--- src/logic/edn_defs.svh ---
/*
  EDN shared constants
  link widths, end point count and register port layout
*/
`ifndef EDN_DEFS_SVH
`define EDN_DEFS_SVH

// link widths
`define EDN_GENBITS_W 128
`define EDN_EP_BUS_W 32
`define EDN_CMD_W 32

// end points served by the arbiter
`define EDN_NUM_EP 4

// register port byte offsets
`define EDN_WB_ADR_W 4
`define EDN_REG_CMD_REQ 4'h0
`define EDN_REG_CMD_STS 4'h4
`define EDN_REG_INTR_STATE 4'h8
`define EDN_REG_INTR_ENABLE 4'hC

`endif

--- src/logic/edn_pkg.sv ---
/*
  EDN end point and register port types
  per end point req/ack link and the Wishbone classic slave signals
*/
`include "edn_defs.svh"

package edn_pkg;

  // end point request held until ack
  typedef struct packed {
    logic edn_req;
  } edn_req_t;

  typedef struct packed {
    logic                     edn_ack;
    logic [`EDN_EP_BUS_W-1:0] edn_bus;
  } edn_rsp_t;

  // ----------------------------------------------------------
  // Wishbone classic
  // ----------------------------------------------------------
  typedef struct packed {
    logic                     cyc;
    logic                     stb;
    logic                     we;
    logic [`EDN_WB_ADR_W-1:0] adr;
    logic [31:0]              dat;
  } wb_req_t;

  typedef struct packed {
    logic        ack;
    logic [31:0] dat;
  } wb_rsp_t;

endpackage

--- src/logic/edn_packer.sv ---
/*
  EDN packer FIFO
  holds one InW word and hands it out as InW/OutW slices, low slice first
*/
`timescale 1ns/1ns

module edn_packer #(
  parameter int InW  = 128,
  parameter int OutW = 32
) (
  input  logic            clk_i,
  input  logic            rst_ni,
  input  logic            wvalid_i,
  input  logic [InW-1:0]  wdata_i,
  output logic            wready_o,
  output logic            rvalid_o,
  output logic [OutW-1:0] rdata_o,
  input  logic            rready_i
);

  localparam int Ratio = InW / OutW;
  localparam int CntW  = $clog2(Ratio + 1);

  logic [InW-1:0]  data_q;
  logic [CntW-1:0] cnt_q;
  logic            push;
  logic            pop;

  // empty once the last slice has gone
  assign wready_o = (cnt_q == '0);
  assign rvalid_o = (cnt_q != '0);
  assign push     = wvalid_i && wready_o;
  assign pop      = rvalid_o && rready_i;

  // ----------------------------------------------------------
  // slice counter
  // ----------------------------------------------------------
  always_ff @(posedge clk_i or negedge rst_ni) begin
    if (!rst_ni) begin
      cnt_q <= '0;
    end else if (push) begin
      cnt_q <= CntW'(Ratio);
    end else if (pop) begin
      cnt_q <= cnt_q - 1'b1;
    end
  end

  // word register shifts down one slice per pop
  always_ff @(posedge clk_i) begin
    if (push) begin
      data_q <= wdata_i;
    end else if (pop) begin
      data_q <= data_q >> OutW;
    end
  end

  assign rdata_o = data_q[OutW-1:0];

endmodule

--- src/logic/edn_ep_port.sv ---
/*
  EDN end point port
  128-to-32 packer drained by a req/ack state machine
*/
`timescale 1ns/1ns
`include "edn_defs.svh"

module edn_ep_port (
  input  logic                      clk_i,
  input  logic                      rst_ni,
  input  logic                      push_i,
  input  logic [`EDN_GENBITS_W-1:0] wdata_i,
  output logic                      space_o,
  input  edn_pkg::edn_req_t         edn_i,
  output edn_pkg::edn_rsp_t         edn_o
);

  import edn_pkg::*;

  typedef enum logic {
    AckIdle,
    AckPulse
  } ack_state_e;

  ack_state_e               state_q;
  ack_state_e               state_d;
  logic                     wready;
  logic                     rvalid;
  logic                     rready;
  logic [`EDN_EP_BUS_W-1:0] rdata;

  edn_packer #(
    .InW  (`EDN_GENBITS_W),
    .OutW (`EDN_EP_BUS_W)
  ) u_packer (
    .clk_i    (clk_i),
    .rst_ni   (rst_ni),
    .wvalid_i (push_i),
    .wdata_i  (wdata_i),
    .wready_o (wready),
    .rvalid_o (rvalid),
    .rdata_o  (rdata),
    .rready_i (rready)
  );

  // ----------------------------------------------------------
  // ack FSM with a pulse then one idle cycle
  // ----------------------------------------------------------
  always_comb begin
    state_d = state_q;
    rready  = 1'b0;
    case (state_q)
      AckIdle: begin
        if (edn_i.edn_req && rvalid) begin
          state_d = AckPulse;
        end
      end
      AckPulse: begin
        rready  = 1'b1;
        state_d = AckIdle;
      end
      default: state_d = AckIdle;
    endcase
  end

  always_ff @(posedge clk_i or negedge rst_ni) begin
    if (!rst_ni) begin
      state_q <= AckIdle;
    end else begin
      state_q <= state_d;
    end
  end

  // arbiter only sees a requesting port with an empty packer
  assign space_o = edn_i.edn_req && wready;
  assign edn_o   = edn_rsp_t'{edn_ack: (state_q == AckPulse), edn_bus: rdata};

endmodule

--- config.mk ---
export PLATFORM = sky130hd
export DESIGN_NAME = edn_ep_port
export DESIGN_NICKNAME = d
export VERILOG_FILES = /design/src/logic/edn_pkg.sv /design/src/logic/edn_packer.sv /design/src/logic/edn_ep_port.sv
export VERILOG_INCLUDE_DIRS = /design/src /design/src/logic
export SDC_FILE = /design/constraint.sdc
export NUM_CORES = 1
export LEC_CHECK = 0
export ABC_AREA = 1
export BUFFER_PORTS_ARGS = -buffer_cell sky130_fd_sc_hd__buf_2
export CAP_MARGIN = 10
export CORE_UTILIZATION = 50
export CTS_BUF_LIST = sky130_fd_sc_hd__clkbuf_16
export DETAILED_ROUTE_END_ITERATION = 7
export PLACE_DENSITY = 0.86
export SYNTH_ARGS = -nofsm -noshare
export SYNTH_HDL_FRONTEND = slang
export SYNTH_SLANG_ARGS = --single-unit
--- constraint.sdc ---
create_clock -name clk_i -period 9.05 [get_ports clk_i]
set_clock_uncertainty 0.1 [all_clocks]
set_input_delay 1.81 -clock clk_i [delete_from_list [all_inputs] [get_ports clk_i]]
set_output_delay 1.81 -clock clk_i [all_outputs]
set_load 0.05 [all_outputs]
==> qor.csv, run 1 <==
metric;value;unit
fill cell count;1030;
Max Cap Viol;0;
Final setup viols;0;
htree depth;4;
Comb pwr share;35.0;%
Post-synth ARST share;3.030;%
hold_buf cts;0;
I/O Buffers;165;
Post-synth EDFFs;128;
DIE WIDTH;114.0;um
RSZ-0062 raised after global routing;no;
worst reg2reg endpoint;u_packer.data_q[43];
area delta synth->final;17.09;%
number of setup buffers added after CTS;0;
commonest cells in the netlist;inv_1, edfxtp_1, nand2_1, o21ai_2, buf_4;
GR Util met3;4.995;%
Crit path required time;7.14;ns
Tcrit/Tclk final;46.18;%
GR Util All Layers;17.83;%
sequential share of the synthesized area;62.91;%
Clock Power Share;21.2;%
path depth of the worst reg2reg path;5;
DP HPWL;7.413;mm
final slew viol count;0;
# rows;40;
Iteration-0 DRC Markers;239;
Least-Margin Pin Slew;1.103;ns
DRT Wirelength;10.76;mm
die footprint;12990;um^2
worst r2r src;u_packer.cnt_q[0];
clk slew on worst S/H paths;0.05;ns
Net Switching;1.028;mW
crit path capture type;output port;
Placer Congestion;0.7624;
crit start category;primary input;
core occupancy in the finished layout;60.60;%
Clock Path Buffers;2;
core area;12110;um^2
met1 usage;21.83;%
DRC viols;0;
launch point of the critical path;edn_i;
global routing's busiest layer;met2;
Synth Cell Area;6269;um^2
TritonCTS clock tree;done;
layout cells sized above 1;35.53;%
Clock Sinks;132;
Leak;3.602;nW
Tmin final;4.179;ns
I/O Pins;166;
Inserted Clock Buffers;17;
Post-CTS Resized;0;
end of the worst hold path;state_q;
R2R setup slack;6.06;ns
Max-slew headroom;26.45;%
Via-to-Cell Ratio;4.354;
hold crit path type;reg2reg;
routed len/inst;12.17;um
final net count;834;
Yosys cell types;16;
fmax;239.3;MHz
TNS Setup;0;ns
data arrival time of the worst path;2.27;ns
largest net degree at the start of global routing;105;
Reg power frac;43.8;%
yosys warns;0;
Final Hold Vio Count;0;
Min-Delay Startpoint;state_q;
post-synth top area cell;edfxtp_1;
ys flop type;edfxtp_1;
Gate Count Post-Synth;571;
cell with the most instances after synthesis;inv_1;
worst skew pair latency;0.41;ns
Worst VDD drop;0.2121;mV
share of the synthesized area in the top cell type;61.32;%
Hold Path Depth;1;
Pre-antenna DRT Iters;5;
first-pass GRT wire length;17.26;mm
Cell Pwr Density;379.0;nW/um^2
Die H;114.0;um
DR vias;3849;
antenna violations before repair;4;
global route overflow;0;
clock root cell;clkbuf_16;
Post-Syn Nets;705;
vias in the first global route;3630;
top post-synthesis cells by area;edfxtp_1, o21ai_2, inv_1;
syn avg cell area;10.98;um^2
FF+latch count, synth;132;
M2 GR Usage;28.65;%
starting density of the core;51.76;%
sw frac;36.94;%
antenna-violating nets left;0;
CP Max Fanout;2;
critical path type;in2out;
Pint;1.754;mW
status;completed;
==> worst max-delay path: stages <==
cell and delay (ns):
buf_2 0.08, inv_1 0.03, nor2_1 0.08, buf_2 0.26
==> kinds of logic after synthesis <==
| kind of cell | count (synthesis) | synth area share [%] |
|---|---|---|
| AOI/OAI and AO/OA | 96 | 11.26 |
| and+or+nand+nor | 148 | 9.142 |
| buffers and inverters | 193 | 16.29 |
| DFF | 132 | 62.91 |
| adders and majority gates | 2 | 0.3991 |
==> placed cells by master, fill, tap and decap left out, types with 10 or more instances in the layout <==
master     synthesis  final
buf_2              0    165
clkbuf_16          0     17
edfxtp_1         128    128
inv_1            134    140
nand2_1          110    109
nor2_1            34     34
o21ai_0           10     10
o21ai_1           26     26
o21ai_2           60     60
==> final cells by class <==
| class | instances | area (um^2) | area share (%) |
|---|---|---|---|
| Sequential cell | 132 | 3944 | 53.73 |
| Multi-Input combinational cell | 246 | 1311 | 17.87 |
| Timing Repair Buffer | 168 | 848.3 | 11.56 |
| Inverter | 135 | 506.7 | 6.904 |
| Clock buffer | 17 | 425.4 | 5.796 |
| Tap cell | 168 | 210.2 | 2.864 |
| Clock inverter | 14 | 83.83 | 1.142 |
| Antenna cell | 4 | 10.01 | 0.1364 |
==> sequential cells by signal, indices dropped and copies added, names as in the netlist <==
signal,cells
u_packer.cnt_q,3
u_packer.data_q,128
state_q,1
==> worst max-delay path by stage <==
stage,end
floorplan,u_packer.data_q[0]
global placement,space_o
detailed placement,space_o
CTS,space_o
global route,space_o
finish,space_o
==> power groups by stage <==
stage | Combinational [mW] | Clock [mW] | Sequential, mW
after detailed placement | 0.978 | 0 | 1.23
after CTS | 0.984 | 0.598 | 1.22
after global placement | 0.949 | 0 | 1.23
final | 0.974 | 0.589 | 1.22
after floorplan | 0.929 | 0 | 1.24
after global routing | 1.08 | 0.627 | 1.25
==> per-stage QoR <==
stage | instances | instance area [um^2] | hold slack, ns | setup slack (ns) | power, mW
finish | 884 | 7340 | 0.3356 | 4.871 | 2.782
CTS | 880 | 7330 | 0.3392 | 4.867 | 2.804
detailed placement | 849 | 6820 | 0.3322 | 4.868 | 2.210
floorplan | 571 | 6269 | 0.3226 | 3.685 | 2.173
global route | 884 | 7340 | 0.3688 | 4.827 | 2.953
global placement | 849 | 6820 | 0.3325 | 4.865 | 2.176
==> metal layers <==
metal / wire, um / up-vias / share of wire (%)
met3: 491 / 15 / 4.6
met1: 4557 / 1694 / 42
met4: 258 / 0 / 2.4
met5: 0 / - / 0
met2: 5449 / 110 / 51
li1: - / 2030 / -
No activity file was read; power rests on OpenSTA's default activity.
==> inputs of run 2 (changes only) <==
clock period = 4.04 ns   (was 9.05 ns; I/O delays follow)
==> run 2 against run 1 <==
  * Register-to-register slack worse by 4.3 ns
  * Setup slack got worse by 3.3 ns
  * First-iteration DRC count rose by 12%
  * Worst hold slack worse by 0.25 ns
  * Critical endpoint unchanged
  * Flip-flop and latch count unchanged
==> qor.csv, run 2 (synthesis gave the netlist of run 1 again) <==
metric;value;unit;change
Worst VDD drop;0.7702;mV;was 0.2121 mV
crit start category;register;;was primary input
number of setup buffers added after CTS;0;;unchanged
DRC viols;0;;unchanged
Final Hold Vio Count;0;;unchanged
Clock Sinks;132;;unchanged
RSZ-0062 raised after global routing;no;;unchanged
most common cell after layout, fill and taps aside;buf_2;;unchanged
Reg power frac;42.4;%;was 43.8%
GR Util All Layers;17.66;%;was 17.83%
total power;6.476;mW;was 2.782 mW
Tcrit/Tclk final;61.02;%;
Final Hold Slack;0.08977;ns;was 0.3356 ns
pre-CTS WS;1.602;ns;was 4.868 ns
htree depth;4;;unchanged
hold_buf cts;0;;unchanged
GR Util met3;5.313;%;was 4.995%
most flop-heavy register;u_packer.data_q;;unchanged
status;completed;;unchanged
Least-Margin Pin Slew;1.068;ns;was 1.103 ns
Top delay family on crit path;flip-flops;;was buffers and inverters
Pre-antenna DRT Iters;4;;was 5
M2 GR Usage;29.29;%;was 28.65%
commonest cells after routing, fill and taps aside;buf_2, inv_1, edfxtp_1;;unchanged
Cell Pwr Density;872.0;nW/um^2;was 379.0 nW/um^2
vias in the first global route;3688;;was 3,630
PnR worst setup slack;1.575;ns;was 4.871 ns
Comb pwr share;33.8;%;was 35.0%
critical path type;reg2out;;was in2out
first-pass GRT wire length;17.04;mm;was 17.26 mm
Clock Path Buffers;2;;unchanged
Max Cap Viol;0;;unchanged
data arrival time of the worst path;1.56;ns;was 2.27 ns
global route overflow;0;;unchanged
layout cells sized above 1;36.15;%;was 35.53%
top flop regs;u_packer.data_q (128), u_packer.cnt_q (3), state_q (1);;unchanged
antenna-violating nets left;0;;unchanged
Via-to-Cell Ratio;4.383;;was 4.354
largest net degree at the start of global routing;229;;was 105
slowest stage cell on the critical path;dfrtp_1;;was buf_2
Placer Congestion;0.7761;;was 0.7624
Leak;3.628;nW;was 3.602 nW
CP Max Fanout;3;;was 2
area delta synth->final;18.48;%;was 17.09%
TNS Setup;0;ns;unchanged
Post-CTS Resized;0;;unchanged
clk slew on worst S/H paths;0.05;ns;about the same
Placed Cells;847;;was 849
Finished Layout Cells;881;;was 884
die footprint;12990;um^2;unchanged
Max stage delay on crit path;0.37;ns;was 0.26 ns
met1 usage;20.34;%;was 21.83%
DR vias;3861;;was 3,849
worst skew pair latency;0.42;ns;was 0.41 ns
fill cell count;1025;;was 1,030
Inserted Clock Buffers;17;;unchanged
routed len/inst;12.36;um;was 12.17 um
TritonCTS clock tree;done;;unchanged
final net count;832;;was 834
fmax;405.7;MHz;
Largest register FFs;128;;unchanged
final slew viol count;0;;unchanged
# rows;40;;unchanged
Net Switching;2.340;mW;was 1.028 mW
Worst Path Buf+Inv;2;;was 3
Pint;4.136;mW;was 1.754 mW
DRT Wirelength;10.89;mm;was 10.76 mm
antenna violations before repair;2;;was 4
I/O Buffers;165;;unchanged
Crit path required time;3.13;ns;was 7.14 ns
Clock Power Share;23.8;%;was 21.2%
worst path cell trace;inv_1 -> ha_1 -> nand2_1 -> nor2_1 -> buf_2;;was buf_2 -> inv_1 -> nor2_1 -> buf_2
sw frac;36.13;%;was 36.94%
Post-DP Area;6827;um^2;was 6820 um^2
final instance area;7427;um^2;was 7340 um^2
DP HPWL;7.069;mm;was 7.413 mm
crit path capture type;output port;;unchanged
Tmin final;2.465;ns;
DIE WIDTH;114.0;um;unchanged
Final setup viols;0;;unchanged
core area;12110;um^2;unchanged
I/O Pins;166;;unchanged
core occupancy in the finished layout;61.32;%;was 60.60%
Iteration-0 DRC Markers;268;;was 239
hold crit path type;in2async;;was reg2reg
Max-slew headroom;28.81;%;was 26.45%
clock root cell;clkbuf_16;;unchanged
Die H;114.0;um;unchanged
global routing's busiest layer;met2;;unchanged
starting density of the core;51.76;%;unchanged
==> run 2: cell types whose count changed in the layout (fill, tap and decap cells not counted) <==
cell / change
diode_2: -2
buf_12: +1
nand2_8: +1
buf_4: -3
bufinv_16: +3
clkinv_2: +3
nand2_4: -1
inv_1: -5
==> run 2: path summary, 6_finish.rpt <==
kind / slack (ns) / to / startpoint / cells past startpoint
hold reg to reg: 0.34 / state_q / state_q / 1
setup / recovery: 1.57 / space_o / u_packer.cnt_q[0] / 5
hold / removal: 0.09 / state_q / rst_ni / 1
min in group clk_i: 0.34 / state_q / state_q / 1
setup reg to reg: 1.75 / u_packer.data_q[30] / u_packer.cnt_q[0] / 6
max in group asynchronous: 3.63 / u_packer.cnt_q[2] / rst_ni / 1
==> run 2: layer usage <==
metal  vias up  share of wire (%)  routed length, um
met5         -                  0                  0
met4         0                3.5                378
met3        31                4.8                520
met2       119                 50               5422
met1      1684                 42               4568
li1       2027                  -                  -
==> run 2: power groups by stage <==
stage,clock network (mW),logic (mW),registers [mW]
2_1_floorplan,0,2.08,2.74
3_3_place_gp,0,2.11,2.77
3_5_place_dp,0,2.19,2.77
4_1_cts,1.56,2.22,2.75
5_1_grt,1.62,2.40,2.82
6_report,1.54,2.19,2.75
==> run 2: layout make-up <==
cell class | count | area (um^2) | area share (%)
clock buffer | 17 | 425.4 | 5.728
clock inverter | 15 | 170.2 | 2.291
inverter | 135 | 506.7 | 6.823
multi-input combinational | 246 | 1320 | 17.77
antenna | 2 | 5.005 | 0.06739
tap | 168 | 210.2 | 2.830
sequential | 132 | 3944 | 53.10
timing repair buffer | 166 | 845.8 | 11.39
