## config.mk

```make
export PLATFORM = sky130hd
export DESIGN_NAME = edn_packer
export DESIGN_NICKNAME = d
export VERILOG_FILES = /design/src/logic/edn_packer.sv
export SDC_FILE = /design/constraint.sdc
export NUM_CORES = 1
export LEC_CHECK = 0
export BUFFER_PORTS_ARGS = -buffer_cell sky130_fd_sc_hd__clkbuf_2
export CAP_MARGIN = 5
export CORE_UTILIZATION = 43
export DETAILED_ROUTE_END_ITERATION = 10
export PLACE_DENSITY = 0.7
export SETUP_SLACK_MARGIN = 0.3
export SLEW_MARGIN = 25
export SYNTH_ARGS = -nofsm -noshare
export SYNTH_HDL_FRONTEND = slang
export SYNTH_SLANG_ARGS = --single-unit
```

## constraint.sdc

```tcl
create_clock -name clk_i -period 14.4 [get_ports clk_i]
set_clock_uncertainty 0.1 [all_clocks]
set_input_delay 2.88 -clock clk_i [delete_from_list [all_inputs] [get_ports clk_i]]
set_output_delay 2.88 -clock clk_i [all_outputs]
set_load 0.005 [all_outputs]
```

## src/logic/edn_packer.sv

```systemverilog
/*
  EDN packer FIFO
  holds one InW word and hands it out as InW/OutW slices, low slice first
*/
`timescale 1ns/1ns

module edn_packer #(
  parameter int InW  = 128,
  parameter int OutW = 32
) (
  input  logic            clk_i,
  input  logic            rst_ni,
  input  logic            wvalid_i,
  input  logic [InW-1:0]  wdata_i,
  output logic            wready_o,
  output logic            rvalid_o,
  output logic [OutW-1:0] rdata_o,
  input  logic            rready_i
);

  localparam int Ratio = InW / OutW;
  localparam int CntW  = $clog2(Ratio + 1);

  logic [InW-1:0]  data_q;
  logic [CntW-1:0] cnt_q;
  logic            push;
  logic            pop;

  // empty once the last slice has gone
  assign wready_o = (cnt_q == '0);
  assign rvalid_o = (cnt_q != '0);
  assign push     = wvalid_i && wready_o;
  assign pop      = rvalid_o && rready_i;

  // ----------------------------------------------------------
  // slice counter
  // ----------------------------------------------------------
  always_ff @(posedge clk_i or negedge rst_ni) begin
    if (!rst_ni) begin
      cnt_q <= '0;
    end else if (push) begin
      cnt_q <= CntW'(Ratio);
    end else if (pop) begin
      cnt_q <= cnt_q - 1'b1;
    end
  end

  // word register shifts down one slice per pop
  always_ff @(posedge clk_i) begin
    if (push) begin
      data_q <= wdata_i;
    end else if (pop) begin
      data_q <= data_q >> OutW;
    end
  end

  assign rdata_o = data_q[OutW-1:0];

endmodule

```

==> results.txt, run 1 <==
Placement Rows: 42
aggregate global routing overflow: 0
Setup crit start kind: input pin
initial core utilization: 44.5%
post-cts sizing count: 0
DR WL/cell: 15.1 µm
hold buffers post-CTS: 0
placed cells: 618
Area Growth Syn to Fin: 21.6%
cell family with most CP delay: simple AND/OR/NAND/NOR gates
global-route wire length before repair: 15100 µm
Yosys Warn Count: 0
insertion delay to the later sink of the worst-skew pair: 0.41 ns
die width: 119 µm
critical path type: input pin to register
max-slew violation count: 0
crit end category: register
post-synthesis async set-or-reset flop share: 2.29%
Worst VDD drop: 110 µV
share of post-route cells with drive strength above 1: 61.3%
router iterations before antenna repair: 4
total power: 1.39 mW
Synth cell types: 22
CTS tree: built
most common cell in the netlist: edfxtp_1
simple-gate share of the synthesized area: 3.94%
Critical Path RT: 14.33 ns
largest area contributor in the netlist: edfxtp_1
DRC errors left: 0
maxcap violations: 0
initial antenna violation count: 0
nets: 596
Final Hold Fails: 0
Root Buffer: clkbuf_16
CTS clock-pin slew for the worst setup and hold paths: 0.05 ns
core area: 13300 µm²
Fill cells: 1120
Iter 0 DRT Violations: 155
CTS H-Tree Depth: 4
Vert. Die Dim: 119 µm
largest family of logic cells by synthesized area: multiplexers
GP Congestion: 0.730
CP max FO: 66
Worst slew margin: 39.2%
detailed placement HPWL: 6760 µm
Worst Hold Class: register to register
final wirelength: 9860 µm
via count: 3000
Syn Std Cell Area: 5930 µm²
sequential fraction of the synthesis area: 66.0%
critical path's largest stage delay: 0.77 ns
Pwr Density: 193 nW/µm²
final worst path period need: 5.09 ns
Post-synth top cells: edfxtp_1, mux2_4, mux2_2, and2_1, buf_4
number of synthesized register bits: 131
Synth Area in Compound Gates: 0.696%
Port Buffers: 165
number of synthesized flops with an enable pin: 128
largest net degree at the start of global routing: 67
critical path cell sequence: clkbuf_2, and3b_4, nand2b_4, buf_4
RSZ-0062 raised after global routing: false
CTS max path bufs: 2
Leak: 2.99 nW
multiplexer share of the synthesized area: 21.8%
DR vias/cell: 4.61
Worst Max-Slew Pin Slew: 0.912 ns
gr usage total: 14.4%
Yosys top cell area share: 64.8%
Post-Layout Cell Count: 651
Primary FF master, synth: edfxtp_1
number of diodes: 0
clock sinks: 131
final hold slack: 0.387 ns
Top Ports: 166
synthesized area per cell: 18.4 µm²
status: finished clean
setup TNS: 0 ns
Inserted Clock Buffers: 17
CP Buf/Inv Count: 2
antenna-violating nets left: 0
post-layout util: 54.0%
Max Freq: 196 MHz
XOR/XNOR Fraction of Synth Area: 0%
die area: 14300 µm²
Area contributors post-synth: edfxtp_1, mux2_4, mux2_2, buf_4, and2_1
critical path arrival: 5.02 ns
number of global-route vias before repair: 3026
adder-cell share of the synthesized area: 0.422%
Slowest-stage cell, CP: buf_4
Cells after Synth: 322
period utilization: 35.4%
Finish-stage setup viols: 0
Post-Syn Nets: 456
Setup Buffers After CTS: 0
==> area by class of cell <==
class                      instances  area [µm²]  area share [%]
tap                              176         220            3.05
multi-input combinational        141        1610            22.3
clock buffer                      18         429            5.95
inverter                           3        11.3           0.156
sequential                       131        3920            54.3
clock inverter                    14         168            2.32
timing repair buffer             168         861            11.9
==> layer usage <==
layer / part of all wire, % / GRT usage, %
met1: 43 / 17.1
met2: 50 / 23.1
met3: 5.2 / 4.79
met4: 2.3 / 7.34
met5: 0 / 0
==> cell families after synthesis <==
logic type | Yosys count
AO/OA/AOI/OAI | 6
adder cells (fa/ha/maj) | 2
buffers and inverters | 50
flip-flops | 131
multiplexers | 96
AND/OR/NAND/NOR | 37
==> per-stage QoR <==
step / setup slack (ns) / instance area [µm²]
finish: 9.31 / 7210
global route: 9.14 / 7210
CTS: 8.78 / 7190
detailed placement: 8.33 / 6600
global placement: 8.40 / 6600
floorplan: 7.20 / 5930
==> sequential cells by signal, indices dropped and copies added, names as in the netlist <==
signal,cells
cnt_q,3
data_q,128
==> power breakdown <==
part	switching [mW]	internal, mW
Combinational	0.134	0.180
Clock	0.148	0.285
Sequential	0.0348	0.611
Total	0.317	1.08
==> final timing paths <==
check,start,cells after the start,end,slack (ns)
max reg2reg,cnt_q[0]$_DFFE_PN0P_,5,data_q[51]$_DFFE_PP_,11.16
max,wvalid_i,4,data_q[51]$_DFFE_PP_,9.31
min in group asynchronous,rst_ni,1,cnt_q[2]$_DFFE_PN0P_,2.16
min reg2reg,cnt_q[0]$_DFFE_PN0P_,1,cnt_q[0]$_DFFE_PN0P_,0.39
max in group asynchronous,rst_ni,1,cnt_q[0]$_DFFE_PN0P_,11.93
min,cnt_q[0]$_DFFE_PN0P_,1,cnt_q[0]$_DFFE_PN0P_,0.39
==> placed cells by master (no fill, tap or decap), types with 3 or more instances in the layout <==
cell / synthesis / final
clkbuf_2: 0 / 165
edfxtp_1: 128 / 128
mux2_4: 57 / 57
mux2_2: 39 / 39
and2_1: 32 / 32
clkbuf_16: 0 / 17
clkinv_1: 0 / 6
bufinv_16: 0 / 4
inv_1: 3 / 3
dfrtp_1: 3 / 3
Note: power is estimated with default switching activity, not from simulation.
==> inputs of run 2 (changes only) <==
--- a/config.mk
+++ b/config.mk
@@ -5,11 +5,12 @@
 export SDC_FILE = /design/constraint.sdc
 export NUM_CORES = 1
 export LEC_CHECK = 0
+export ABC_AREA = 1
 export BUFFER_PORTS_ARGS = -buffer_cell sky130_fd_sc_hd__clkbuf_2
 export CAP_MARGIN = 5
 export CORE_UTILIZATION = 43
 export DETAILED_ROUTE_END_ITERATION = 10
-export PLACE_DENSITY = 0.7
+export PLACE_DENSITY = 0.72
 export SETUP_SLACK_MARGIN = 0.3
 export SLEW_MARGIN = 25
 export SYNTH_ARGS = -nofsm -noshare
==> constraint.sdc (replaced) <==
create_clock -name clk_i -period 4.16 [get_ports clk_i]
set_clock_uncertainty 0.1 [all_clocks]
set_input_delay 0.832 -clock clk_i [delete_from_list [all_inputs] [get_ports clk_i]]
set_output_delay 0.832 -clock clk_i [all_outputs]
set_load 0.005 [all_outputs]
==> run 2 against run 1 <==
  * Register-to-register slack lost 9.8 ns
  * Largest cell class unchanged
  * Cell area is 1.3% higher
  * First-iteration DRC count increased by 40%
  * Combinational power grew to 4.5 times the previous value
  * Synthesized cell count grew 76%
  * Power rose to 3.7 times the previous value
==> results.txt, run 2 <==
status: finished clean
post-synthesis async set-or-reset flop share: 2.29%
initial core utilization: 44.5%
number of synthesized flops with an enable pin: 128
clock sinks: 131
Iter 0 DRT Violations: 217
Setup crit start kind: register
Area Growth Syn to Fin: 17.4%
most common cell in the netlist: inv_1
commonest cells after routing, fill and taps aside: clkbuf_2, inv_1, edfxtp_1, nand2_1, o21ai_2
core area: 14000 µm²
DR WL/cell: 11.6 µm
die area: 15000 µm²
insertion delay to the later sink of the worst-skew pair: 0.40 ns
Post-Syn Nets: 700
Worst VDD drop: 390 µV
top flop regs: data_q: 128 flops, cnt_q: 3 flops
router iterations before antenna repair: 4
Setup WS pre-CTS: 1.07 ns
nets: 830
aggregate global routing overflow: 0
via count: 3746
Max Freq: 353 MHz
share of post-route cells with drive strength above 1: 35.7%
CTS max path bufs: 2
Placement Rows: 43
Leak: 3.63 nW
setup TNS: 0 ns
Synth cell types: 16
post-layout util: 52.2%
Worst Hold Class: input pin to asynchronous set/reset pin
period utilization: 68.1%
number of global-route vias before repair: 3571
Final Hold Fails: 0
Port Buffers: 165
Area contributors post-synth: edfxtp_1, o21ai_2, inv_1, nand2_1, buf_4
Yosys top cell area share: 61.7%
sequential fraction of the synthesis area: 63.0%
initial antenna violation count: 0
Critical Path RT: 4.13 ns
Top Ports: 166
Cells after Synth: 566
final worst path period need: 2.83 ns
Worst Max-Slew Pin Slew: 0.733 ns
leading cell type in the layout, fill and taps excluded: clkbuf_2
detailed placement HPWL: 7530 µm
Post-synth top cells: inv_1, edfxtp_1, nand2_1, o21ai_2, buf_4
Inserted Clock Buffers: 17
largest area contributor in the netlist: edfxtp_1
Finish-stage setup viols: 0
post-cts sizing count: 0
Vert. Die Dim: 122 µm
GP Congestion: 0.800
Yosys Warn Count: 0
synthesized area per cell: 11.0 µm²
number of diodes: 0
die width: 122 µm
critical path type: register to register
reg2reg setup slack: 1.33 ns
DR vias/cell: 4.22
antenna-violating nets left: 0
Worst slew margin: 51.1%
Setup Buffers After CTS: 0
crit end category: register
CTS tree: built
CP max FO: 57
DRC errors left: 0
Root Buffer: clkbuf_16
gr usage total: 14.4%
global-route wire length before repair: 16200 µm
Syn Std Cell Area: 6220 µm²
largest net degree at the start of global routing: 174
CTS clock-pin slew for the worst setup and hold paths: 0.05 ns
most flop-heavy register: data_q
hold buffers post-CTS: 0
maxcap violations: 0
CTS H-Tree Depth: 4
max-slew violation count: 0
Pwr Density: 704 nW/µm²
post-route setup slack: 1.33 ns
RSZ-0062 raised after global routing: false
critical path arrival: 2.80 ns
max FFs per register: 128
final wirelength: 10300 µm
Primary FF master, synth: edfxtp_1
number of synthesized register bits: 131
[run 2: final cells by class]
cell class	count	area, µm²
sequential	131	3920
tap	180	225
clock inverter	10	43.8
timing repair buffer	168	873
multi-input combinational	243	1300
inverter	135	507
fill	1274	6680
clock buffer	21	440
[run 2: critical path, cell delays in order, from the launching register on]
cell	delay, ns
dfrtp_1	0.38
inv_1	0.11
ha_1	0.23
nand3_4	0.54
nand2_4	0.70
buf_4	0.43
[run 2: routing by layer]
metal / part of all wire (%) / GRT usage (%)
met1: 44 / 17.8
met2: 48 / 22.8
met3: 5.4 / 4.32
met4: 2.1 / 7.55
met5: 0 / 0
[run 2: power by group]
part | switching [mW] | internal, mW | leakage (nW)
sequential | 0.163 | 2.36 | 1.31
clock | 0.479 | 0.739 | 0.242
combinational | 0.881 | 0.528 | 2.08
[run 2: worst paths after layout]
path | from | cells past startpoint | end
setup / recovery | cnt_q[0]$_DFFE_PN0P_ | 5 | data_q[2]$_DFFE_PP_
hold / removal | rst_ni | 1 | cnt_q[1]$_DFFE_PN0P_
setup reg to reg | cnt_q[0]$_DFFE_PN0P_ | 5 | data_q[2]$_DFFE_PP_
hold reg to reg | cnt_q[1]$_DFFE_PN0P_ | 2 | cnt_q[1]$_DFFE_PN0P_
max in group asynchronous | rst_ni | 1 | cnt_q[0]$_DFFE_PN0P_
min in group clk_i | cnt_q[1]$_DFFE_PN0P_ | 2 | cnt_q[1]$_DFFE_PN0P_
[run 2: cells by family after synthesis]
family / count (synthesis) / share of synthesized area [%]
flip-flops: 131 / 63.0
AND/OR/NAND/NOR: 145 / 9.03
buffers and inverters: 192 / 16.3
AO/OA/AOI/OAI: 96 / 11.3
adder cells (fa/ha/maj): 2 / 0.402
[run 2: per-stage QoR]
step	area (µm²)	std cells	hold slack, ns	total power, mW
3_5_place_dp	6820	857	0.402	3.98
3_3_place_gp	6820	857	0.382	3.91
4_1_cts	7310	888	0.102	5.20
6_report	7310	888	0.119	5.14
2_1_floorplan	6230	566	0.368	3.82
5_1_grt	7310	888	0.0982	5.48
==> inputs of run 3 (changes only) <==
--- a/config.mk
+++ b/config.mk
@@ -10,7 +10,7 @@
 export CAP_MARGIN = 5
 export CORE_UTILIZATION = 43
 export DETAILED_ROUTE_END_ITERATION = 10
-export PLACE_DENSITY = 0.72
+export PLACE_DENSITY = 0.69
 export SETUP_SLACK_MARGIN = 0.3
 export SLEW_MARGIN = 25
 export SYNTH_ARGS = -nofsm -noshare
==> constraint.sdc (replaced) <==
create_clock -name clk_i -period 2.75 [get_ports clk_i]
set_clock_uncertainty 0.1 [all_clocks]
set_input_delay 0.55 -clock clk_i [delete_from_list [all_inputs] [get_ports clk_i]]
set_output_delay 0.55 -clock clk_i [all_outputs]
set_load 0.005 [all_outputs]
==> run 3 against run 2 <==
  * Routed wire length rose by 2.4%
  * Sequential power rose by 50%
  * Worst hold slack improved by 0.22 ns
  * Sequential share of layout area fell by 1.1 points
  * Cell area rose by 2.0%
  * Non-clock buffer count rose by 3
  * Utilization rose by 1.1 points
  * Global-route usage rose by 0.76 points
  * Clock-buffer cell count fell by 2
  * Fmax rose by 32%
  * Critical endpoint is now data_q[48]$_DFFE_PP_
  * Largest power group unchanged
  * Highest routed layer unchanged
==> results.txt, run 3 (synthesized netlist as in run 2, its figures left out) <==
status: finished clean
Port Buffers: 165
detailed placement HPWL: 7730 µm
critical path type: register to register
die area: 15000 µm²
DRC errors left: 0
Max Freq: 466 MHz
Setup crit start kind: register
Finish-stage setup viols: 0
Vert. Die Dim: 122 µm
Top Ports: 166
Inserted Clock Buffers: 17
period utilization: 78.1%
CP Buf/Inv Count: 2
cell family with most CP delay: simple AND/OR/NAND/NOR gates
CP max FO: 57
most crowded layer after global routing: met2
RSZ-0062 raised after global routing: false
max FFs per register: 128
crit end category: register
post-cts sizing count: 0
Worst slew margin: 60.6%
largest net degree at the start of global routing: 138
number of global-route vias before repair: 3794
most flop-heavy register: data_q
met1 usage: 18.9%
aggregate global routing overflow: 0
Leak: 3.69 nW
commonest cells after routing, fill and taps aside: clkbuf_2, inv_1, edfxtp_1, nand2_1, o21ai_2
Post-Layout Cell Count: 892
CTS tree: built
top flop regs: data_q: 128 flops, cnt_q: 3 flops
maxcap violations: 0
critical path's largest stage delay: 0.43 ns
global-route wire length before repair: 17100 µm
final wirelength: 10500 µm
total power: 8.16 mW
via count: 3776
leading cell type in the layout, fill and taps excluded: clkbuf_2
Root Buffer: clkbuf_16
Worst path depth: 6
hold buffers post-CTS: 1
gr usage total: 15.2%
critical path cell sequence: inv_1, ha_1, nand2_1, nand2_1, nand2_8, buf_12
max-slew violation count: 0
Setup Buffers After CTS: 0
placed cells: 859
Placement Rows: 43
Setup WS pre-CTS: 0.595 ns
CTS max path bufs: 2
met3 Use GR: 4.74%
Fill cells: 1264
Top cell by count, worst path: nand2_1
setup TNS: 0 ns
initial core utilization: 44.5%
Slowest-stage cell, CP: nand2_8
initial antenna violation count: 1
Final Hold Fails: 0
Worst Max-Slew Pin Slew: 0.592 ns
GP Congestion: 0.747
number of diodes: 0
met2 Usage GRT: 23.7%
final worst path period need: 2.15 ns
clock sinks: 131
Area Growth Syn to Fin: 19.8%
CTS H-Tree Depth: 4
Worst VDD drop: 888 µV
nets: 833
Pwr Density: 1090 nW/µm²
CTS clock-pin slew for the worst setup and hold paths: 0.05 ns
post-route setup slack: 0.603 ns
Worst Hold Class: input pin to register
register area: 3920 µm²
critical path arrival: 2.14 ns
DR WL/cell: 11.8 µm
router iterations before antenna repair: 4
Critical Path RT: 2.74 ns
Iter 0 DRT Violations: 272
DR vias/cell: 4.23
core area: 14000 µm²
post-layout util: 53.3%
share of post-route cells with drive strength above 1: 36.4%
Worst R2R Path Depth: 6
die width: 122 µm
insertion delay to the later sink of the worst-skew pair: 0.41 ns
antenna-violating nets left: 0
hold path depth: 3
Multi-input gate area: 1310 µm²
## run 3: where the power goes
part,switching (mW),leakage (nW),internal [mW]
clock network,0.770,0.280,1.40
logic,1.35,2.10,0.841
registers,0.233,1.31,3.56
total,2.35,3.69,5.80
## run 3: area by class of cell
cell class	instances	area share, %
inverters	135	6.80
flip-flops and latches	131	52.6
well taps	180	3.02
multi-input cells	243	17.6
clock buffers	19	5.81
repair buffers	171	12.4
clock inverters	13	1.90
## run 3: path summary, 6_finish.rpt
check | from | endpoint | slack [ns]
max in group asynchronous | rst_ni | cnt_q[2]$_DFFE_PN0P_ | 2.06
hold / removal | wdata_i[121] | data_q[121]$_SDFFCE_PN0P_ | 0.34
setup / recovery | cnt_q[0]$_DFFE_PN0P_ | data_q[48]$_DFFE_PP_ | 0.60
min in group asynchronous | rst_ni | cnt_q[1]$_DFFE_PN0P_ | 0.37
hold reg to reg | cnt_q[1]$_DFFE_PN0P_ | cnt_q[1]$_DFFE_PN0P_ | 0.42
setup reg to reg | cnt_q[0]$_DFFE_PN0P_ | data_q[48]$_DFFE_PP_ | 0.60
## run 3: layer usage
| layer | up-vias | part of all wire [%] |
|---|---|---|
| met1 | 1636 | 45 |
| met2 | 100 | 47 |
| met4 | 0 | 1.9 |
| li1 | 2024 | - |
| met5 | - | 0 |
| met3 | 16 | 5.9 |
## run 3: worst register-to-register path, stage by stage, from the launching register on
cell     delay (ns)
dfrtp_1        0.35
inv_1          0.07
ha_1           0.24
nand2_1        0.13
nand2_1        0.21
nand2_8        0.43
buf_12         0.30
## run 3: stage by stage
step / cell area, µm² / hold WS, ns
detailed placement: 6870 / 0.253
floorplan: 6230 / 0.154
finish: 7460 / 0.338
CTS: 7460 / 0.324
global placement: 6870 / 0.249
global route: 7460 / 0.341
