===== src/logic/edn_defs.svh =====
/*
  EDN shared constants
  link widths, end point count and register port layout
*/
`ifndef EDN_DEFS_SVH
`define EDN_DEFS_SVH

// link widths
`define EDN_GENBITS_W 128
`define EDN_EP_BUS_W 32
`define EDN_CMD_W 32

// end points served by the arbiter
`define EDN_NUM_EP 4

// register port byte offsets
`define EDN_WB_ADR_W 4
`define EDN_REG_CMD_REQ 4'h0
`define EDN_REG_CMD_STS 4'h4
`define EDN_REG_INTR_STATE 4'h8
`define EDN_REG_INTR_ENABLE 4'hC

`endif


===== src/logic/edn_pkg.sv =====
/*
  EDN end point and register port types
  per end point req/ack link and the Wishbone classic slave signals
*/
`include "edn_defs.svh"

package edn_pkg;

  // end point request held until ack
  typedef struct packed {
    logic edn_req;
  } edn_req_t;

  typedef struct packed {
    logic                     edn_ack;
    logic [`EDN_EP_BUS_W-1:0] edn_bus;
  } edn_rsp_t;

  // ----------------------------------------------------------
  // Wishbone classic
  // ----------------------------------------------------------
  typedef struct packed {
    logic                     cyc;
    logic                     stb;
    logic                     we;
    logic [`EDN_WB_ADR_W-1:0] adr;
    logic [31:0]              dat;
  } wb_req_t;

  typedef struct packed {
    logic        ack;
    logic [31:0] dat;
  } wb_rsp_t;

endpackage


===== src/logic/edn_sw_cmd.sv =====
/*
  EDN software command block
  Wishbone classic register slave, one pending generator command,
  last response status and the command-done interrupt
*/
`timescale 1ns/1ns
`include "edn_defs.svh"

module edn_sw_cmd (
  input  logic                  clk_i,
  input  logic                  rst_ni,
  input  edn_pkg::wb_req_t      wb_i,
  output edn_pkg::wb_rsp_t      wb_o,
  output logic                  cmd_valid_o,
  output logic [`EDN_CMD_W-1:0] cmd_bus_o,
  input  logic                  cmd_ready_i,
  input  logic                  cmd_ack_i,
  input  logic                  cmd_sts_i,
  output logic                  intr_o
);

  import edn_pkg::*;

  logic                  ack_q;
  logic                  wr_en;
  logic                  cmd_load;
  logic                  done_clr;
  logic [31:0]           rdata;
  logic                  cmd_valid_q;
  logic [`EDN_CMD_W-1:0] cmd_bus_q;
  logic                  sts_q;
  logic                  done_q;
  logic                  en_q;

  // ----------------------------------------------------------
  // bus handshake
  // ----------------------------------------------------------
  // single-cycle ack one cycle after the strobe
  always_ff @(posedge clk_i or negedge rst_ni) begin
    if (!rst_ni) begin
      ack_q <= 1'b0;
    end else begin
      ack_q <= wb_i.cyc && wb_i.stb && !ack_q;
    end
  end

  // writes land in the ack cycle
  assign wr_en    = ack_q && wb_i.cyc && wb_i.stb && wb_i.we;
  assign cmd_load = wr_en && (wb_i.adr == `EDN_REG_CMD_REQ) && !cmd_valid_q;
  assign done_clr = wr_en && (wb_i.adr == `EDN_REG_INTR_STATE) && wb_i.dat[0];

  // ----------------------------------------------------------
  // command and interrupt state
  // ----------------------------------------------------------
  always_ff @(posedge clk_i or negedge rst_ni) begin
    if (!rst_ni) begin
      cmd_valid_q <= 1'b0;
      sts_q       <= 1'b0;
      done_q      <= 1'b0;
      en_q        <= 1'b0;
    end else begin
      // held until the generator takes it
      if (cmd_load) begin
        cmd_valid_q <= 1'b1;
      end else if (cmd_ready_i) begin
        cmd_valid_q <= 1'b0;
      end
      if (cmd_ack_i) begin
        sts_q <= cmd_sts_i;
      end
      // a new ack wins over a clear in the same cycle
      if (cmd_ack_i) begin
        done_q <= 1'b1;
      end else if (done_clr) begin
        done_q <= 1'b0;
      end
      if (wr_en && (wb_i.adr == `EDN_REG_INTR_ENABLE)) begin
        en_q <= wb_i.dat[0];
      end
    end
  end

  always_ff @(posedge clk_i) begin
    if (cmd_load) begin
      cmd_bus_q <= wb_i.dat;
    end
  end

  // read mux where unmapped addresses and CMD_REQ read as zero
  always_comb begin
    rdata = '0;
    case (wb_i.adr)
      `EDN_REG_CMD_STS:     rdata[1:0] = {sts_q, cmd_ready_i};
      `EDN_REG_INTR_STATE:  rdata[0]   = done_q;
      `EDN_REG_INTR_ENABLE: rdata[0]   = en_q;
      default:              rdata      = '0;
    endcase
  end

  assign wb_o        = wb_rsp_t'{ack: ack_q, dat: rdata};
  assign cmd_valid_o = cmd_valid_q;
  assign cmd_bus_o   = cmd_bus_q;
  assign intr_o      = done_q && en_q;

endmodule


===== config.mk =====
export PLATFORM = sky130hd
export DESIGN_NAME = edn_sw_cmd
export DESIGN_NICKNAME = d
export VERILOG_FILES = /design/src/logic/edn_pkg.sv /design/src/logic/edn_sw_cmd.sv
export VERILOG_INCLUDE_DIRS = /design/src /design/src/logic
export SDC_FILE = /design/constraint.sdc
export NUM_CORES = 1
export LEC_CHECK = 0
export BUFFER_PORTS_ARGS = -buffer_cell sky130_fd_sc_hd__buf_2
export CORE_AREA = 2 2 64 66
export DETAILED_ROUTE_END_ITERATION = 8
export DIE_AREA = 0 0 66 68
export PLACE_DENSITY_LB_ADDON = 0.12
export SKIP_LAST_GASP = 1
export SYNTH_ARGS = -nofsm -noshare
export SYNTH_HDL_FRONTEND = slang
export SYNTH_SLANG_ARGS = --single-unit

===== constraint.sdc =====
create_clock -name clk_i -period 7.7 [get_ports clk_i]
set_input_delay 0.77 -clock clk_i [delete_from_list [all_inputs] [get_ports clk_i]]
set_output_delay 0.77 -clock clk_i [all_outputs]
set_load 0.005 [all_outputs]

==> results of run 1 <==
-- flip-flops by register name (all words and copies together), names as in the netlist --
name and count:
cmd_bus_o 32, en_q 1, ack_q 1, done_q 1, sts_q 1, cmd_valid_o 1
-- cells by family after synthesis --
family | Yosys count
mux | 3
other cells | 1
buf+inv | 31
flops | 37
simple gates | 13
compound gates | 3
-- cell usage in the layout (no fill, tap or decap) --
| cell | count |
|---|---|
| nand2b_1 | 1 |
| conb_1 | 30 |
| nand3_2 | 1 |
| o31ai_1 | 1 |
| mux2_2 | 1 |
| nor3_2 | 1 |
| buf_2 | 80 |
| dfrtp_1 | 5 |
| nand4_1 | 1 |
| mux2i_1 | 1 |
| clkinvlp_4 | 1 |
| buf_4 | 1 |
| a21o_1 | 1 |
| nor3b_4 | 1 |
| edfxtp_1 | 32 |
| and4_1 | 1 |
| nand2_1 | 3 |
| mux2_4 | 1 |
| a22oi_1 | 1 |
| and2_1 | 1 |
| and3b_2 | 1 |
| nor3_1 | 1 |
| nor2_1 | 1 |
| clkbuf_8 | 6 |
| clkbuf_1 | 1 |
-- layer usage --
metal  GRT usage, %  routed length [um]  vias up  part of all wire (%)
li1               -                   -      423                     -
met1           10.5                 805      394                    33
met2           18.7                1330       53                    54
met3           5.76                 262        5                    11
met4           5.61                  40        0                   1.6
met5              0                   0        -                     0
-- worst reg2reg max path: cells and delay by family (launching register included) --
kind / cells / cell delay [ps]
buffers and inverters: 1 / 380
and+or+nand+nor: 3 / 450
DFF: 1 / 360
-- per-stage QoR --
stage | std cells | hold slack [ps] | utilization (%) | power, mW | instance area, um^2
after floorplan | 117 | 415 | - | 0.242 | 1580
after global placement | 217 | 423 | 47.3 | 0.243 | 1820
after detailed placement | 217 | 436 | 47.3 | 0.244 | 1820
after CTS | 225 | 284 | 49.7 | 0.379 | 1920
after global routing | 225 | 283 | 49.7 | 0.391 | 1920
final | 225 | 294 | 49.7 | 0.373 | 1920
-- layout make-up --
class	count	area [um^2]
clock buffers	7	86.3
fillers	376	1940
well taps	50	62.6
multi-input cells	49	268
flip-flops and latches	37	1090
clock inverters	1	7.51
repair buffers	81	408
-- power by group through the flow --
stage / Clock, mW / Combinational, mW / Sequential, mW
floorplan: 0 / 0.0177 / 0.224
CTS: 0.140 / 0.0198 / 0.220
global placement: 0 / 0.0192 / 0.224
detailed placement: 0 / 0.0198 / 0.224
finish: 0.134 / 0.0200 / 0.220
global route: 0.148 / 0.0230 / 0.220
-- worst paths after layout --
| check | start | to | slack (ps) | cells past startpoint |
|---|---|---|---|---|
| min in group clk_i | ack_q$_DFF_PN0_ | ack_q$_DFF_PN0_ | 440 | 1 |
| max reg2reg | ack_q$_DFF_PN0_ | cmd_bus_o[9]$_DFFE_PP_ | 6160 | 4 |
| max in group asynchronous | rst_ni | en_q$_DFFE_PN0P_ | 7270 | 1 |
| max | wb_i[33] | wb_o[0] | 5360 | 5 |
| min | rst_ni | cmd_valid_o$_DFFE_PN0P_ | 290 | 1 |
| min reg2reg | ack_q$_DFF_PN0_ | ack_q$_DFF_PN0_ | 440 | 1 |
==> out/qor.csv, run 1 <==
metric,value,unit
cp_num_buf_inv,2,
drtIter0Drc,51,
comb_power_share,5.4,%
crit_path_max_fanout,3,
slowest_stage,nor3_1,
ir_drop,0.0872,mV
clockBufferDepth,2,
cap_violations,0,
core,3860,um^2
setup_viol,0,
yosysTopAreaCell,edfxtp_1,
grt_max_degree,33,
muxShareOfSynthArea,2.46,%
cp.arrival,1570,ps
finalHoldViolCount,0,
min_period_over_period,30.4,%
grt_pass1_vias,827,
wirelength,2440,um
synth-main-ff-cell,edfxtp_1,
num_rows,23,
synth_top_area_share,65.3,%
cts_sinks,37,
p_leak,0.874,nW
cts_root_buffer,clkbuf_8,
max_freq,0.427,GHz
synthTopCellsByArea,"edfxtp_1 (65%), buf_4 (16%), dfrtp_1 (8.5%)",
ctsHtreeMaxLevel,2,
via_count,875,
final_layout_size_suffix_gt1_share,53.7,%
gp_congestion,0.716,
synth_top_family_by_area,buffers and inverters,
outcome,"complete, no violations",
antenna_found_initial,0,
start_util,38.2,%
grt_pass1_wl,3450,um
nets,218,
cp_cell_sequence,buf_2 -> nor3_1 -> a22oi_1 -> mux2i_1 -> buf_2,
cp_top_family,simple AND/OR/NAND/NOR gates,
synth_simple_gate_area_share,6.20,%
wl_per_cell,10.8,um
layout_setup_ws,5360,ps
dieArea,4490,um^2
numPortBuffers,80,
hold_path_class,input pin to asynchronous set/reset pin,
crit_path_max_incr_delay,300,ps
syn-cell-area,1470,um^2
drv_slew,0,
synthMostInstantiatedCell,edfxtp_1,
synth_compound_area_share,1.53,%
synth.avg_cell_area,16.7,um^2
tritoncts,yes,
ys_ff_latch,37,
post_cts_buffers,0,
dp_slack,5350,ps
synthArstFlopShare,13.5,%
rsz0062_at_grt,false,
drt_first_pass_iters,4,
min_period,2340,ps
cp-end-kind,output port,
postCtsHoldBufs,0,
pwr-share-seq,58.9,%
dpl.hpwl,1910,um
via_per_inst,3.89,
track_usage,10.8,%
antenna_cells,0,
intPower,0.302,mW
synthCells,88,
synth-edff-count,32,
cts_resized,0,
yosys_warnings,0,
die_w,66,um
skew,7.52,ps
synth_cell_type_count,20,
cts_buffers,5,
ios,111,
cp_common_cell,buf_2,
areaGrowthSynthToFinish,30.2,%
critPathKind,input pin to output port,
p_switching,0.0714,mW
seq_area_frac_synth,73.7,%
ant_nets,0,
timing.critical_path.from_type,input pin,
synth_commonest_cells,"edfxtp_1 (32), buf_4 (31), dfrtp_1 (5), nand2_1 (3), nor3_1 (2)",
drc,0,
p_per_area,195,nW/um^2
swShare,19.1,%
clkTransAtPathRegs,70,ps
crit_required,6930,ps
die_h,68,um
tns,0,ps
synthXorXnorAreaFrac,0,%
grt-ovfl-total,0,
synthAdderAreaFrac,0,%
pwr-share-clk,35.8,%
insertion_delay,280,ps
Note: power is estimated with default switching activity, not from simulation.
==> run 2, diff against run 1 <==
--- a/config.mk
+++ b/config.mk
@@ -7,9 +7,9 @@
 export NUM_CORES = 1
 export LEC_CHECK = 0
 export BUFFER_PORTS_ARGS = -buffer_cell sky130_fd_sc_hd__buf_2
-export CORE_AREA = 2 2 64 66
+export CORE_AREA = 2 2 65 67
 export DETAILED_ROUTE_END_ITERATION = 8
-export DIE_AREA = 0 0 66 68
+export DIE_AREA = 0 0 67 69
 export PLACE_DENSITY_LB_ADDON = 0.12
 export SKIP_LAST_GASP = 1
 export SYNTH_ARGS = -nofsm -noshare
==> constraint.sdc (replaced) <==
create_clock -name clk_i -period 2.3 [get_ports clk_i]
set_input_delay 0.23 -clock clk_i [delete_from_list [all_inputs] [get_ports clk_i]]
set_output_delay 0.23 -clock clk_i [all_outputs]
set_load 0.005 [all_outputs]
==> run 2 against run 1 <==
Effect of this change: clock power increased to 3.9 times the previous value; register-to-register slack got worse by 5500 ps; non-clock buffer count grew 1; sequential share of layout area is 0.84 points lower; global-route usage is 0.18 points higher; highest routed layer unchanged; first-iteration DRC count up 16%; setup slack lost 4700 ps; combinational power grew to 3.5 times the previous value.
==> out/qor.csv, run 2 (synthesized netlist as in run 1, its figures left out) <==
metric,value,unit
largest_register_ffs,32,
skew,2.83,ps
insertion_delay,270,ps
nFillCells,378,
cts_sinks,37,
dp_slack,593,ps
hold_path_class,input pin to flop,
ctsHtreeMaxLevel,2,
drt_first_pass_iters,4,
max_freq,0.629,GHz
rr_endpoint,cmd_bus_o[6]$_DFFE_PP_,
crit_required,2240,ps
via_per_inst,3.95,
drc,0,
clockBufferDepth,2,
critPathLaunch,ack_q$_DFF_PN0_,
antenna_cells,0,
outcome,"complete, no violations",
layout_setup_ws,709,ps
cp.arrival,1530,ps
antenna_found_initial,0,
gp_congestion,0.685,
grt_max_degree,33,
timing.critical_path.from_type,flop,
start_util,37.6,%
rsz0062_at_grt,false,
track_usage,11.0,%
grt_use_met3,5.06,%
slowest_stage,buf_4,
finalHoldViolCount,0,
rrSetupSlack,710,ps
regArea,1090,um^2
grt_pass1_vias,838,
final_layout_size_suffix_gt1_share,52.8,%
wl_per_cell,11.6,um
multiInputGateArea,274,um^2
num_rows,23,
ant_nets,0,
min_period_over_period,69.2,%
crit_path_max_fanout,32,
ios,111,
grt-ovfl-total,0,
drv_slew,0,
timing.hold.ws,123,ps
dieArea,4620,um^2
nets,219,
grt_util_met2,18.6,%
die_h,69,um
finalPower,1.33,mW
tritoncts,yes,
min_period,1590,ps
cts_root_buffer,clkbuf_8,
final_cell_mix,"buf_2 (80), edfxtp_1 (32), conb_1 (30)",
drtIter0Drc,59,
cp-end-kind,flop,
core,3910,um^2
p_per_area,681,nW/um^2
die_w,67,um
p_leak,0.884,nW
grt_pass1_wl,3800,um
r2r-start,ack_q$_DFF_PN0_,
reg2reg_depth,4,
dpl.hpwl,2070,um
clkTransAtPathRegs,70,ps
ir_drop,0.262,mV
critPathKind,flop to flop,
grt.busiest_layer,met2,
setup_viol,0,
cts_buffers,5,
wirelength,2620,um
cp_cell_sequence,and4_1 -> nand2_1 -> nor3_4 -> buf_4,
mostFrequentLayoutCell,buf_2,
via_count,893,
cap_violations,0,
cts_resized,0,
numPortBuffers,80,
use_met1,11.4,%
timing.critical_path.to,cmd_bus_o[6]$_DFFE_PP_,
tns,0,ps
final_core_utilization,49.7,%
crit_path_max_incr_delay,370,ps
areaGrowthSynthToFinish,32.2,%
-- run 2: cell types whose count changed in the layout (fill, tap and decap cells not counted), sizes merged --
cell,previous run,this run
clkbuf,7,6
clkinvlp,1,0
bufinv,0,1
clkinv,0,1
dlygate4sd3,0,1
-- run 2: layout make-up --
| type | count | share of cell area [%] |
|---|---|---|
| sequential | 37 | 55.8 |
| timing repair buffer | 82 | 21.5 |
| multi-input combinational | 49 | 14.1 |
| clock buffer | 6 | 3.73 |
| tap | 50 | 3.21 |
| clock inverter | 2 | 1.74 |
-- run 2: worst max-delay path, delay by kind of cell (launching register included) --
kind / cells / cell delay [ps]
buffers and inverters: 1 / 370
flip-flops: 1 / 360
AND/OR/NAND/NOR: 3 / 500
-- run 2: timing repair --
| action | in CTS | in global routing |
|---|---|---|
| hold endpoints to repair | 5 | 0 |
| setup buffers | 0 | 0 |
| hold buffers | 1 | 0 |
-- run 2: per-stage QoR --
| stage | cell area [um^2] | cells |
|---|---|---|
| after floorplan | 1590 | 117 |
| after global placement | 1830 | 217 |
| after detailed placement | 1830 | 217 |
| after CTS | 1950 | 226 |
| after global routing | 1950 | 226 |
| final | 1950 | 226 |
-- run 2: worst min path at each step --
stage,start,endpoint,slack [ps],depth (start not counted)
6_report,wb_i[21],cmd_bus_o[21]$_DFFE_PP_,120,1
5_1_grt,wb_i[18],cmd_bus_o[18]$_DFFE_PP_,100,1
4_1_cts,wb_i[25],cmd_bus_o[25]$_DFFE_PP_,110,1
3_5_place_dp,rst_ni,ack_q$_DFF_PN0_,60,1
3_3_place_gp,rst_ni,sts_q$_DFFE_PN0P_,60,1
2_1_floorplan,rst_ni,ack_q$_DFF_PN0_,-70,0
-- run 2: power by group --
group          switching, mW  leakage [nW]  internal (mW)
combinational         0.0340         0.482         0.0354
sequential           0.00241         0.349          0.733
clock                  0.201        0.0528          0.320
-- run 2: routing by layer --
metal | vias to the layer above | wire length, um
li1 | 424 | -
met1 | 397 | 945
met2 | 67 | 1300
met3 | 5 | 340
met4 | 0 | 35
met5 | - | 0
==> run 3, diff against run 2 <==
--- a/config.mk
+++ b/config.mk
@@ -7,9 +7,9 @@
 export NUM_CORES = 1
 export LEC_CHECK = 0
 export BUFFER_PORTS_ARGS = -buffer_cell sky130_fd_sc_hd__buf_2
-export CORE_AREA = 2 2 65 67
+export CORE_AREA = 2 2 68 70
 export DETAILED_ROUTE_END_ITERATION = 8
-export DIE_AREA = 0 0 67 69
+export DIE_AREA = 0 0 70 72
 export PLACE_DENSITY_LB_ADDON = 0.12
 export SKIP_LAST_GASP = 1
 export SYNTH_ARGS = -nofsm -noshare
==> constraint.sdc (replaced) <==
create_clock -name clk_i -period 1.3 [get_ports clk_i]
set_input_delay 0.13 -clock clk_i [delete_from_list [all_inputs] [get_ports clk_i]]
set_output_delay 0.13 -clock clk_i [all_outputs]
set_load 0.005 [all_outputs]
==> run 3 against run 2 <==
Effect of this change: the run now ends with negative setup slack left; critical path depth unchanged; wire length up 5.3%; largest cell class unchanged; flip-flop and latch count unchanged; final cell count up 3.1%; core utilization down 3.2 points; first-iteration DRC count up 12%; clock skew down 1.3 ps; clock power up 41%.
==> out/qor.csv, run 3 (synthesized netlist as in run 1, its figures left out) <==
metric,value,unit
outcome,"complete, but fails checks",
violations,negative setup slack,
cts_buffers,5,
drt_first_pass_iters,4,
final_layout_size_suffix_gt1_share,55.8,%
setup_viol,32,
dpl.hpwl,2180,um
dp_cells,224,
timing.critical_path.from_type,flop,
via_count,918,
grt_max_degree,22,
crit_path_max_incr_delay,360,ps
cap_violations,0,
min_period,1330,ps
tritoncts,yes,
clockBufferDepth,2,
insertion_delay,270,ps
start_util,34.5,%
mostFrequentLayoutCell,buf_2,
cp.arrival,1320,ps
finalHoldViolCount,0,
antenna_found_initial,0,
skew,1.57,ps
final_cell_mix,"buf_2 (80), edfxtp_1 (32), conb_1 (30)",
worstHoldStart,wb_i[23],
r2r-start,ack_q$_DFF_PN0_,
dieArea,5040,um^2
reg2reg_depth,4,
drtIter0Drc,66,
final_area,1980,um^2
layout_setup_ws,-30.9,ps
critPathKind,flop to flop,
ios,111,
wirelength,2760,um
crit_required,1290,ps
nFillCells,391,
cts_root_buffer,clkbuf_8,
track_usage,10.9,%
via_per_inst,3.94,
finalPower,2.17,mW
grt_pass1_vias,884,
cts_sinks,37,
wl_per_cell,11.8,um
rr_endpoint,cmd_bus_o[19]$_DFFE_PP_,
cp_cell_sequence,and4_4 -> nand2_2 -> nor3_4 -> buf_12,
post_cts_buffers,0,
final_core_utilization,46.5,%
holdPathEnd,cmd_bus_o[23]$_DFFE_PP_,
ir_drop,0.369,mV
p_leak,0.907,nW
drc,0,
rsz0062_at_grt,true,
drv_slew,0,
nets,224,
dpl_cell_area,1890,um^2
cp_top_family,simple AND/OR/NAND/NOR gates,
grt-ovfl-total,0,
rrSetupSlack,-30,ps
clkTransAtPathRegs,70,ps
tns,-891,ps
areaGrowthSynthToFinish,34.7,%
num_rows,24,
grt_pass1_wl,4060,um
hold_path_class,input pin to flop,
min_period_over_period,102,%
max_freq,0.751,GHz
min_path_cells,1,
cp-end-kind,flop,
cp_num_buf_inv,1,
die_h,72,um
antenna_cells,0,
ctsHtreeMaxLevel,2,
ant_nets,0,
final_cells,233,
die_w,70,um
largest_register_ffs,32,
gp_congestion,0.717,
p_per_area,1090,nW/um^2
crit_path_max_fanout,21,
numPortBuffers,80,
core,4260,um^2
slowest_stage,dfrtp_1,
## run 3: area by class of cell
type	instances	area [um^2]	area share, %
sequential	37	1090	54.7
timing repair buffer	87	472	23.8
multi-input combinational	49	279	14.1
clock buffer	6	72.6	3.66
tap	52	65.1	3.28
clock inverter	2	10.0	0.504
## run 3: power breakdown
part | switching, mW | internal, mW | leakage (nW)
combinational | 0.0642 | 0.0693 | 0.514
clock | 0.364 | 0.371 | 0.0450
sequential | 0.00360 | 1.30 | 0.349
## run 3: how the worst max path moves through the flow
stage	to	cells past startpoint	slack (ps)	startpoint
2_1_floorplan	cmd_bus_o[0]$_DFFE_PP_	3	-550	ack_q$_DFF_PN0_
3_3_place_gp	cmd_bus_o[10]$_DFFE_PP_	6	-50	wb_i[33]
3_5_place_dp	cmd_bus_o[26]$_DFFE_PP_	6	-50	wb_i[33]
4_1_cts	cmd_bus_o[18]$_DFFE_PP_	4	-40	ack_q$_DFF_PN0_
5_1_grt	cmd_bus_o[28]$_DFFE_PP_	4	-90	ack_q$_DFF_PN0_
6_report	cmd_bus_o[19]$_DFFE_PP_	4	-30	ack_q$_DFF_PN0_
## run 3: repair_timing
item | CTS | global route
pin swaps | 0 | 0
setup endpoints to repair | 32 | 32
endpoints found under the hold margin | 5 | 0
cloned | 0 | 0
hold buffers | 1 | 0
resized for setup | 1 | 0
## run 3: per-layer routing
metal  part of all wire [%]  track usage, %  routed length [um]
met5                      0               0                   0
met4                   0.62            4.49                  17
met3                     15            6.11                 425
met2                     50            19.0                1370
met1                     34            10.8                 946
## run 3: through the flow
step	setup WS (ps)	hold WS (ps)
after CTS	-43.1	11.1
after global placement	-48.5	-42.9
after detailed placement	-49.0	-48.1
after global routing	-85.1	3.64
final	-30.9	25.0
after floorplan	-546	-166
